[src/src/mem_bench_pkg.sv]
package mem_bench_pkg;

   // channel count and datapath widths
   localparam int NUM_CHANNELS = 2;
   localparam int ADDR_W       = 48;         // byte address and region size
   localparam int LEN_W        = 32;         // counts, chunk length, stride
   localparam int CYCLE_W      = 64;         // execution timer

   // one bit minimum so a single channel still has an index
   localparam int CHAN_IDX_W   = (NUM_CHANNELS > 1) ? $clog2(NUM_CHANNELS) : 1;

   typedef logic [ADDR_W-1:0]     addr_t;
   typedef logic [LEN_W-1:0]      len_t;
   typedef logic [CYCLE_W-1:0]    cycles_t;
   typedef logic [CHAN_IDX_W-1:0] chan_idx_t;

   // one benchmark run as handed to a channel
   typedef struct packed {
      addr_t base_addr;      // start of the tested region
      addr_t mem_size;       // region size in bytes
      len_t  num_accesses;   // requests per run
      len_t  chunk_len;      // bytes per request
      len_t  stride;         // offset step between requests
      logic  is_write;       // write port when set, read port otherwise
   } my_cmd_t;

   // one memory command on a read or write port
   typedef struct packed {
      addr_t addr;
      len_t  len;
   } mem_req_t;

   // per channel sequencer
   typedef enum logic [1:0] {
      IDLE,    // waiting for start
      ISSUE,   // requests going out
      DRAIN    // waiting for the remaining status strobes
   } gen_state_t;

endpackage
[src/src/mem_bench_top.sv]
`timescale 1ns/1ps

module mem_bench_top (
   input  logic                                    user_clk,
   input  logic                                    user_aresetn,

   // benchmark command
   input  logic                                    cmd_valid,
   input  mem_bench_pkg::my_cmd_t               cmd,
   input  mem_bench_pkg::chan_idx_t                cmd_dest,
   output logic                                    cmd_ready,

   // memory ports, one entry per channel
   output logic [mem_bench_pkg::NUM_CHANNELS-1:0]  rd_req_valid,
   output mem_bench_pkg::mem_req_t                 rd_req [mem_bench_pkg::NUM_CHANNELS],
   input  logic [mem_bench_pkg::NUM_CHANNELS-1:0]  rd_req_ready,
   output logic [mem_bench_pkg::NUM_CHANNELS-1:0]  wr_req_valid,
   output mem_bench_pkg::mem_req_t                 wr_req [mem_bench_pkg::NUM_CHANNELS],
   input  logic [mem_bench_pkg::NUM_CHANNELS-1:0]  wr_req_ready,
   input  logic [mem_bench_pkg::NUM_CHANNELS-1:0]  rd_status_valid,
   input  logic [mem_bench_pkg::NUM_CHANNELS-1:0]  wr_status_valid,

   // result
   output logic                                    my_busy,
   output mem_bench_pkg::cycles_t                  exec_cycles,
   output logic                                    exec_cycles_valid
);

   mem_bench_pkg::my_cmd_t               params;
   logic [mem_bench_pkg::NUM_CHANNELS-1:0]  start;
   logic                                    cmd_accept;
   logic [mem_bench_pkg::NUM_CHANNELS-1:0]  done_valid;
   mem_bench_pkg::cycles_t                  done_cycles [mem_bench_pkg::NUM_CHANNELS];

   my_cmd_decoder my_cmd_decoder_inst (
      .user_clk     (user_clk),
      .user_aresetn (user_aresetn),
      .cmd_valid    (cmd_valid),
      .cmd          (cmd),
      .cmd_dest     (cmd_dest),
      .cmd_ready    (cmd_ready),
      .params       (params),
      .start        (start),
      .cmd_accept   (cmd_accept)
   );

   for (genvar ch = 0; ch < mem_bench_pkg::NUM_CHANNELS; ch++) begin : g_chan
      mem_access_generator mem_access_generator_inst (
         .user_clk        (user_clk),
         .user_aresetn    (user_aresetn),
         .start           (start[ch]),
         .params          (params),
         .rd_req_valid    (rd_req_valid[ch]),
         .rd_req          (rd_req[ch]),
         .rd_req_ready    (rd_req_ready[ch]),
         .wr_req_valid    (wr_req_valid[ch]),
         .wr_req          (wr_req[ch]),
         .wr_req_ready    (wr_req_ready[ch]),
         .rd_status_valid (rd_status_valid[ch]),
         .wr_status_valid (wr_status_valid[ch]),
         .done_valid      (done_valid[ch]),
         .done_cycles     (done_cycles[ch])
      );
   end

   my_result_collector my_result_collector_inst (
      .user_clk          (user_clk),
      .user_aresetn      (user_aresetn),
      .cmd_accept        (cmd_accept),
      .done_valid        (done_valid),
      .done_cycles       (done_cycles),
      .my_busy        (my_busy),
      .exec_cycles       (exec_cycles),
      .exec_cycles_valid (exec_cycles_valid)
   );

endmodule

// src/my_result_collector.sv
`timescale 1ns/1ps

module my_result_collector (
   input  logic                                    user_clk,
   input  logic                                    user_aresetn,
   input  logic                                    cmd_accept,
   input  logic [mem_bench_pkg::NUM_CHANNELS-1:0]  done_valid,
   input  mem_bench_pkg::cycles_t                  done_cycles [mem_bench_pkg::NUM_CHANNELS],
   output logic                                    my_busy,
   output mem_bench_pkg::cycles_t                  exec_cycles,
   output logic                                    exec_cycles_valid
);

   mem_bench_pkg::cycles_t sel_cycles;
   logic                   any_done;
   logic                   running;

   assign any_done = |done_valid;

   // later channels override earlier ones on a tie
   always_comb begin
      sel_cycles = '0;
      for (int ch = 0; ch < mem_bench_pkg::NUM_CHANNELS; ch++) begin
         if (done_valid[ch]) begin
            sel_cycles = done_cycles[ch];
         end
      end
   end

   always_ff @(posedge user_clk) begin
      if (!user_aresetn) begin
         running           <= 1'b0;
         exec_cycles       <= '0;
         exec_cycles_valid <= 1'b0;
      end else begin
         exec_cycles_valid <= any_done;
         if (any_done) begin
            exec_cycles <= sel_cycles;        // held until the next run reports
         end
         if (cmd_accept) begin
            running <= 1'b1;                  // a new run wins over a finishing one
         end else if (any_done) begin
            running <= 1'b0;
         end
      end
   end

   // busy from the accept pulse on, low again together with the result strobe
   assign my_busy = cmd_accept || running;

endmodule

[src/src/mem_access_generator.sv]
`timescale 1ns/1ps

module mem_access_generator (
   input  logic                       user_clk,
   input  logic                       user_aresetn,
   input  logic                       start,
   input  mem_bench_pkg::my_cmd_t  params,
   output logic                       rd_req_valid,
   output mem_bench_pkg::mem_req_t    rd_req,
   input  logic                       rd_req_ready,
   output logic                       wr_req_valid,
   output mem_bench_pkg::mem_req_t    wr_req,
   input  logic                       wr_req_ready,
   input  logic                       rd_status_valid,
   input  logic                       wr_status_valid,
   output logic                       done_valid,
   output mem_bench_pkg::cycles_t     done_cycles
);

   mem_bench_pkg::gen_state_t  state;
   mem_bench_pkg::my_cmd_t  cfg;          // run parameters, latched on start
   mem_bench_pkg::mem_req_t    req;          // request currently offered
   logic                       req_valid;
   mem_bench_pkg::addr_t       offset;       // offset of the offered request
   mem_bench_pkg::addr_t       stepped;
   mem_bench_pkg::addr_t       next_offset;
   mem_bench_pkg::len_t        issued;       // requests transferred
   mem_bench_pkg::len_t        completed;    // status strobes seen
   mem_bench_pkg::cycles_t     cycle_cnt;    // edges since the accepting edge
   logic                       launch;
   logic                       req_fire;
   logic                       status_hit;
   logic                       last_issue;
   logic                       last_status;

   assign launch      = (state == mem_bench_pkg::IDLE) && start;
   assign req_fire    = req_valid && (cfg.is_write ? wr_req_ready : rd_req_ready);
   assign status_hit  = cfg.is_write ? wr_status_valid : rd_status_valid;
   assign last_issue  = (state == mem_bench_pkg::ISSUE) && req_fire &&
                        (issued + 1'b1 == cfg.num_accesses);
   assign last_status = (state == mem_bench_pkg::DRAIN) && status_hit &&
                        (completed + 1'b1 == cfg.num_accesses);

   // step by stride, back to zero once the next chunk would overrun the region
   always_comb begin
      stepped = offset + mem_bench_pkg::addr_t'(cfg.stride);
      if (stepped + mem_bench_pkg::addr_t'(cfg.chunk_len) > cfg.mem_size) begin
         next_offset = '0;
      end else begin
         next_offset = stepped;
      end
   end

   always_ff @(posedge user_clk) begin
      if (!user_aresetn) begin
         state      <= mem_bench_pkg::IDLE;
         req_valid  <= 1'b0;
         done_valid <= 1'b0;
         issued     <= '0;
         completed  <= '0;
         cycle_cnt  <= '0;
      end else begin
         done_valid <= last_status;
         case (state)
            mem_bench_pkg::IDLE: begin
               if (start) begin
                  req_valid <= 1'b1;
                  issued    <= '0;
                  completed <= '0;
                  cycle_cnt <= mem_bench_pkg::cycles_t'(1);   // this edge counts already
                  state     <= mem_bench_pkg::ISSUE;
               end
            end
            mem_bench_pkg::ISSUE: begin
               cycle_cnt <= cycle_cnt + 1'b1;
               if (status_hit) begin
                  completed <= completed + 1'b1;              // early answers count too
               end
               if (req_fire) begin
                  issued <= issued + 1'b1;
               end
               if (last_issue) begin
                  req_valid <= 1'b0;
                  state     <= mem_bench_pkg::DRAIN;
               end
            end
            mem_bench_pkg::DRAIN: begin
               cycle_cnt <= cycle_cnt + 1'b1;
               if (status_hit) begin
                  completed <= completed + 1'b1;
               end
               if (last_status) begin
                  state <= mem_bench_pkg::IDLE;
               end
            end
            default: begin
               state     <= mem_bench_pkg::IDLE;
               req_valid <= 1'b0;
            end
         endcase
      end
   end

   // request payload and result, only written when they change meaning
   always_ff @(posedge user_clk) begin
      if (launch) begin
         cfg      <= params;
         offset   <= '0;
         req.addr <= params.base_addr;
         req.len  <= params.chunk_len;
      end else if (req_fire && !last_issue) begin
         offset   <= next_offset;
         req.addr <= cfg.base_addr + next_offset;
      end
      if (last_status) begin
         done_cycles <= cycle_cnt + 1'b1;                     // includes the final edge
      end
   end

   // only the selected port carries traffic
   assign rd_req_valid = req_valid && !cfg.is_write;
   assign wr_req_valid = req_valid && cfg.is_write;
   assign rd_req       = rd_req_valid ? req : '0;
   assign wr_req       = wr_req_valid ? req : '0;

   // a stalled request must hold until the memory takes it
   a_rd_hold: assert property (@(posedge user_clk) disable iff (!user_aresetn)
      rd_req_valid && !rd_req_ready |=> rd_req_valid && $stable(rd_req));
   a_wr_hold: assert property (@(posedge user_clk) disable iff (!user_aresetn)
      wr_req_valid && !wr_req_ready |=> wr_req_valid && $stable(wr_req));

   // memory answers only requests of a run in flight
   a_no_idle_status: assert property (@(posedge user_clk) disable iff (!user_aresetn)
      state == mem_bench_pkg::IDLE |-> !(rd_status_valid || wr_status_valid));

endmodule

// src/my_cmd_decoder.sv
`timescale 1ns/1ps

module my_cmd_decoder (
   input  logic                                    user_clk,
   input  logic                                    user_aresetn,
   input  logic                                    cmd_valid,
   input  mem_bench_pkg::my_cmd_t               cmd,
   input  mem_bench_pkg::chan_idx_t                cmd_dest,
   output logic                                    cmd_ready,
   output mem_bench_pkg::my_cmd_t               params,
   output logic [mem_bench_pkg::NUM_CHANNELS-1:0]  start,
   output logic                                    cmd_accept
);

   logic accept;

   assign accept = cmd_valid && cmd_ready;

   // ready comes up one cycle out of reset and stays there
   always_ff @(posedge user_clk) begin
      if (!user_aresetn) begin
         cmd_ready  <= 1'b0;
         start      <= '0;
         cmd_accept <= 1'b0;
      end else begin
         cmd_ready  <= 1'b1;
         cmd_accept <= accept;                       // tells the collector a run began
         for (int ch = 0; ch < mem_bench_pkg::NUM_CHANNELS; ch++) begin
            start[ch] <= accept && (cmd_dest == mem_bench_pkg::chan_idx_t'(ch));
         end
      end
   end

   // parameters shared by every channel, sampled on acceptance only
   always_ff @(posedge user_clk) begin
      if (accept) begin
         params <= cmd;
      end
   end

   // a zero count, chunk or region would leave a channel with nothing to do
   a_cmd_sane: assert property (@(posedge user_clk) disable iff (!user_aresetn)
      accept |-> (cmd.num_accesses != '0) && (cmd.chunk_len != '0) &&
                 (cmd.mem_size != '0));

endmodule

[config.mk]
export PLATFORM = sky130hd
export DESIGN_NAME = mem_bench_top
export DESIGN_NICKNAME = d
export VERILOG_FILES = /design/src/src/mem_bench_pkg.sv /design/src/src/mem_bench_top.sv /design/src/src/my_result_collector.sv /design/src/src/mem_access_generator.sv /design/src/src/my_cmd_decoder.sv
export SDC_FILE = /design/constraint.sdc
export NUM_CORES = 2
export LEC_CHECK = 0
export ABC_AREA = 1
export BUFFER_PORTS_ARGS = -buffer_cell sky130_fd_sc_hd__buf_2
export CAP_MARGIN = 20
export CORE_AREA = 3 3 483 604
export CTS_CLUSTER_SIZE = 24
export DETAILED_ROUTE_END_ITERATION = 8
export DIE_AREA = 0 0 486 607
export SLEW_MARGIN = 40
export SYNTH_ARGS = -nofsm -noshare
export SYNTH_HDL_FRONTEND = slang
export SYNTH_SLANG_ARGS = --single-unit
[constraint.sdc]
create_clock -name user_clk -period 19 [get_ports user_clk]
set_input_delay 1.9 -clock user_clk [delete_from_list [all_inputs] [get_ports user_clk]]
set_output_delay 1.9 -clock user_clk [all_outputs]
set_load 0.02 [all_outputs]
==> results.toml <==
[sta]
hold-worst-slack_ps = 443.3
layout_setup_ws_ps = 7394
rsz0062_at_grt = "no"
tns_ps = 0
final_period_minus_worst_setup_slack_ps = 11610
final_max_slew_viol_count = 0
fin_crit_sh_pct = 61.09
hold_viol_final = 0
worst-slew-pin-transition_ps = 982.5
finClkSkew_ps = 66.04
slew_headroom_pct = 33.81
max_clock_freq_mhz = 86.16
setup_viol = 0

[floorplan]
core_region_area_um2 = 287100
area_enclosed_by_the_die_boundary_um2 = 295000
floorplan_die_height_um = 607
design.portCount = 596
floorplan.initialDensity_pct = 24.89
site_rows = 220
die_w_um = 486

[logic_synthesis]
synth_mux_area_share_pct = 0
syn-mean-instance-area_um2 = 7.796
yosysSeqAreaShare_pct = 45.79
synth-xor-area-share_pct = 4.319
fraction_of_the_mapped_netlist_area_in_compound_gates_pct = 9.491
ys_warn_count = 0
synthDistinctLibCells = 62
synth_top_family_by_area = "simple AND/OR/NAND/NOR gates"
register_bit_total_from_synthesis = 1233
post_synth_fa_ha_maj_area_fraction_pct = 6.016
nets_in_the_synthesized_netlist = 9712
synth-simple-area-share_pct = 27.07
syn_inst = 9167
ys_async_sr_fraction_pct = 0
number_of_synthesized_flops_with_an_enable_pin = 803
synthesis.area_um2 = 71460
synth_top_flop_cell = "sky130_fd_sc_hd__edfxtp_1"

[grt]
antenna_violations_before_repair = 21
grt_pass1_vias = 62740
grt_start_max_net_pins = 134
grt_overflow = 0
overall_global_routing_usage_pct = 19.32
grt_pass1_wl_um = 417300

[cells_and_area]
mostFrequentLayoutCell = "sky130_fd_sc_hd__nand2_1"
drive_gt1_share_pct = 10.70
finalNetCount = 10310
most_frequent_cells_in_the_layout = "sky130_fd_sc_hd__nand2_1, sky130_fd_sc_hd__nor2_1, sky130_fd_sc_hd__inv_1, sky130_fd_sc_hd__edfxtp_1, sky130_fd_sc_hd__a21oi_1"
fin_util_pct = 29.31
final_cells = 13680
area.growth.synth_to_final_pct = 17.76
final_design_area_no_fill_um2 = 84150

[clocking]
clkSlewWorstSetupHoldPaths_ps = 60
cts_htree_levels = 4
worstSkewPairLatency_ps = 840
cts_root_buf = "sky130_fd_sc_hd__clkbuf_16"
cts_tree = "done"
numCtsBuffers = 148
post_cts_setup_buffer_count = 0
postCtsResizedCells = 0
cts_num_sinks = 1233
cts_stage_hold_buffer_count = 0
cts_buffer_depth = 3

[setup_path]
worst-endpoint-arrival_ps = 12170
worstSetupEndpointType = "flip-flop"
timing_worst_setup_path_type = "flip-flop to flip-flop"
reg2reg_depth = 47
critPathSlowestCell = "sky130_fd_sc_hd__clkinv_1"
timing.rr.end = "g_chan[1].mem_access_generator_inst.req[79]$_DFFE_PP_"
data_required_time_of_the_worst_path_ps = 19560
crit_path_max_incr_delay_ps = 640
timing.critical_path.mode_cell = "sky130_fd_sc_hd__nand2_1"
critical_path.startpoint_type = "flip-flop"
worst-r2r-setup-slack_ps = 7390
worst-path-max-fanout = 25
r2r-start = "g_chan[1].mem_access_generator_inst.cfg[1]$_DFFE_PP_"

[place]
post-place-ws_ps = 7528
place.detailed.instances = 13380
port-buffer-count = 595
placedInstanceArea_um2 = 78980
globalplace.congestion = 1.003
half_perimeter_wire_length_after_placement_um = 238400

[worst_hold_path]
worst_hold_path.endpoint = "g_chan[1].mem_access_generator_inst.cfg[37]$_DFFE_PP_"
timing.hold.worst_path_depth = 0
hold_path_class = "flip-flop to flip-flop"
hold_path_startpoint = "my_cmd_decoder_inst.params[37]$_DFFE_PP_"

[pwr]
power.density_nw_per_um2 = 166.5
p_leak_nw = 35.33
finalPower_mw = 14.01
vdd_drop_max_v = 0.00008280

[detailed_routing]
detail-route-antenna-nets = 0
detail_route.drc_violations = 0
dr.first_iter.drc_count = 5491
drt_wl_total_um = 296900
dr_total_vias = 64930
wire_per_inst_um = 21.71
dr.pass1.iters = 8
vias_per_cell = 4.747

[flow_run]
max_cap_violations = 0

[run_status]
run_status = "finished clean"
-- cell usage after synthesis (all sizes together), types with 42 or more instances --
| library cell | number | area share [%] |
|---|---|---|
| edfxtp | 803 | 34 |
| nand3 | 547 | 3.9 |
| xnor2 | 76 | 0.94 |
| dfxtp | 430 | 12 |
| buf | 42 | 0.37 |
| nand2 | 2197 | 12 |
| a31oi | 63 | 0.55 |
| nand4 | 121 | 1.1 |
| nor2 | 1444 | 7.9 |
| nor4 | 42 | 0.40 |
| a21oi | 630 | 4.5 |
| inv | 1158 | 6.1 |
| clkbuf | 160 | 0.84 |
| o21ai | 455 | 3.2 |
| nor3 | 179 | 1.3 |
| ha | 334 | 5.8 |
| xor2 | 255 | 3.2 |
| or2 | 49 | 0.43 |
-- layout make-up --
type,count,area (um2)
sequential,1233,32720
clock inverter,95,1137
antenna,15,37.54
multi-input combinational,6570,33650
clock buffer,183,3958
fill,31150,202900
tap,3774,4722
inverter,1162,4397
timing repair buffer,645,3530
-- routing by layer --
metal  vias up  wire length [um]  GRT usage [%]
li1      31430                 -              -
met1     30570            117200          22.43
met2      2352            144800          34.09
met3       566             17380          2.856
met4        12             17460          10.56
met5         -                76              0
-- sequential cells by signal, indices dropped and copies added (netlist names) --
name                                          cells
my_cmd_decoder_inst.params                      193
g_chan.mem_access_generator_inst.cycle_cnt      128
g_chan.mem_access_generator_inst.req_valid        2
my_cmd_decoder_inst.start                         2
g_chan.mem_access_generator_inst.offset          96
g_chan.mem_access_generator_inst.done_cycles    128
my_result_collector_inst.exec_cycles_valid        1
g_chan.mem_access_generator_inst.done_valid       2
my_cmd_decoder_inst.cmd_ready                     1
my_result_collector_inst.running                  1
g_chan.mem_access_generator_inst.state            4
my_cmd_decoder_inst.cmd_accept                    1
g_chan.mem_access_generator_inst.cfg            386
g_chan.mem_access_generator_inst.completed       64
my_result_collector_inst.exec_cycles             64
g_chan.mem_access_generator_inst.req             96
g_chan.mem_access_generator_inst.issued          64
-- kinds of logic (layout without fill, tap and decap cells) --
| family | after synthesis | after routing |
|---|---|---|
| AND/OR/NAND/NOR | 4624 | 4624 |
| buffers and inverters | 1364 | 2085 |
| AO/OA/AOI/OAI | 1268 | 1268 |
| flip-flops | 1233 | 1233 |
| XOR/XNOR | 338 | 338 |
| adder cells (fa/ha/maj) | 340 | 340 |
| other | 0 | 15 |
-- worst max path at each step --
stage	slack [ps]	start	to
2_1_floorplan	11870	g_chan[1].mem_access_generator_inst.cfg[1]$_DFFE_PP_	g_chan[1].mem_access_generator_inst.req[64]$_DFFE_PP_
3_3_place_gp	6780	g_chan[1].mem_access_generator_inst.cfg[1]$_DFFE_PP_	g_chan[1].mem_access_generator_inst.req[79]$_DFFE_PP_
3_5_place_dp	7530	g_chan[1].mem_access_generator_inst.cfg[1]$_DFFE_PP_	g_chan[1].mem_access_generator_inst.req[79]$_DFFE_PP_
4_1_cts	7510	g_chan[1].mem_access_generator_inst.cfg[1]$_DFFE_PP_	g_chan[1].mem_access_generator_inst.req[79]$_DFFE_PP_
5_1_grt	6910	g_chan[1].mem_access_generator_inst.cfg[3]$_DFFE_PP_	g_chan[1].mem_access_generator_inst.req[79]$_DFFE_PP_
6_report	7390	g_chan[1].mem_access_generator_inst.cfg[1]$_DFFE_PP_	g_chan[1].mem_access_generator_inst.req[79]$_DFFE_PP_
-- worst max-delay path, delay by kind of cell, from the launching register on --
kind / cells / cell delay (ps)
adder cells (fa/ha/maj): 5 / 1560
XOR/XNOR: 1 / 240
AO/OA/AOI/OAI: 8 / 2950
AND/OR/NAND/NOR: 26 / 4480
flip-flops: 1 / 370
buffers and inverters: 7 / 1740
-- where the power goes --
group | internal, mW | total [mW] | switching [mW]
registers | 3.23 | 3.53 | 0.301
logic | 2.22 | 7.48 | 5.26
clock network | 1.71 | 3.00 | 1.29
No activity file was read; power rests on OpenSTA's default activity.
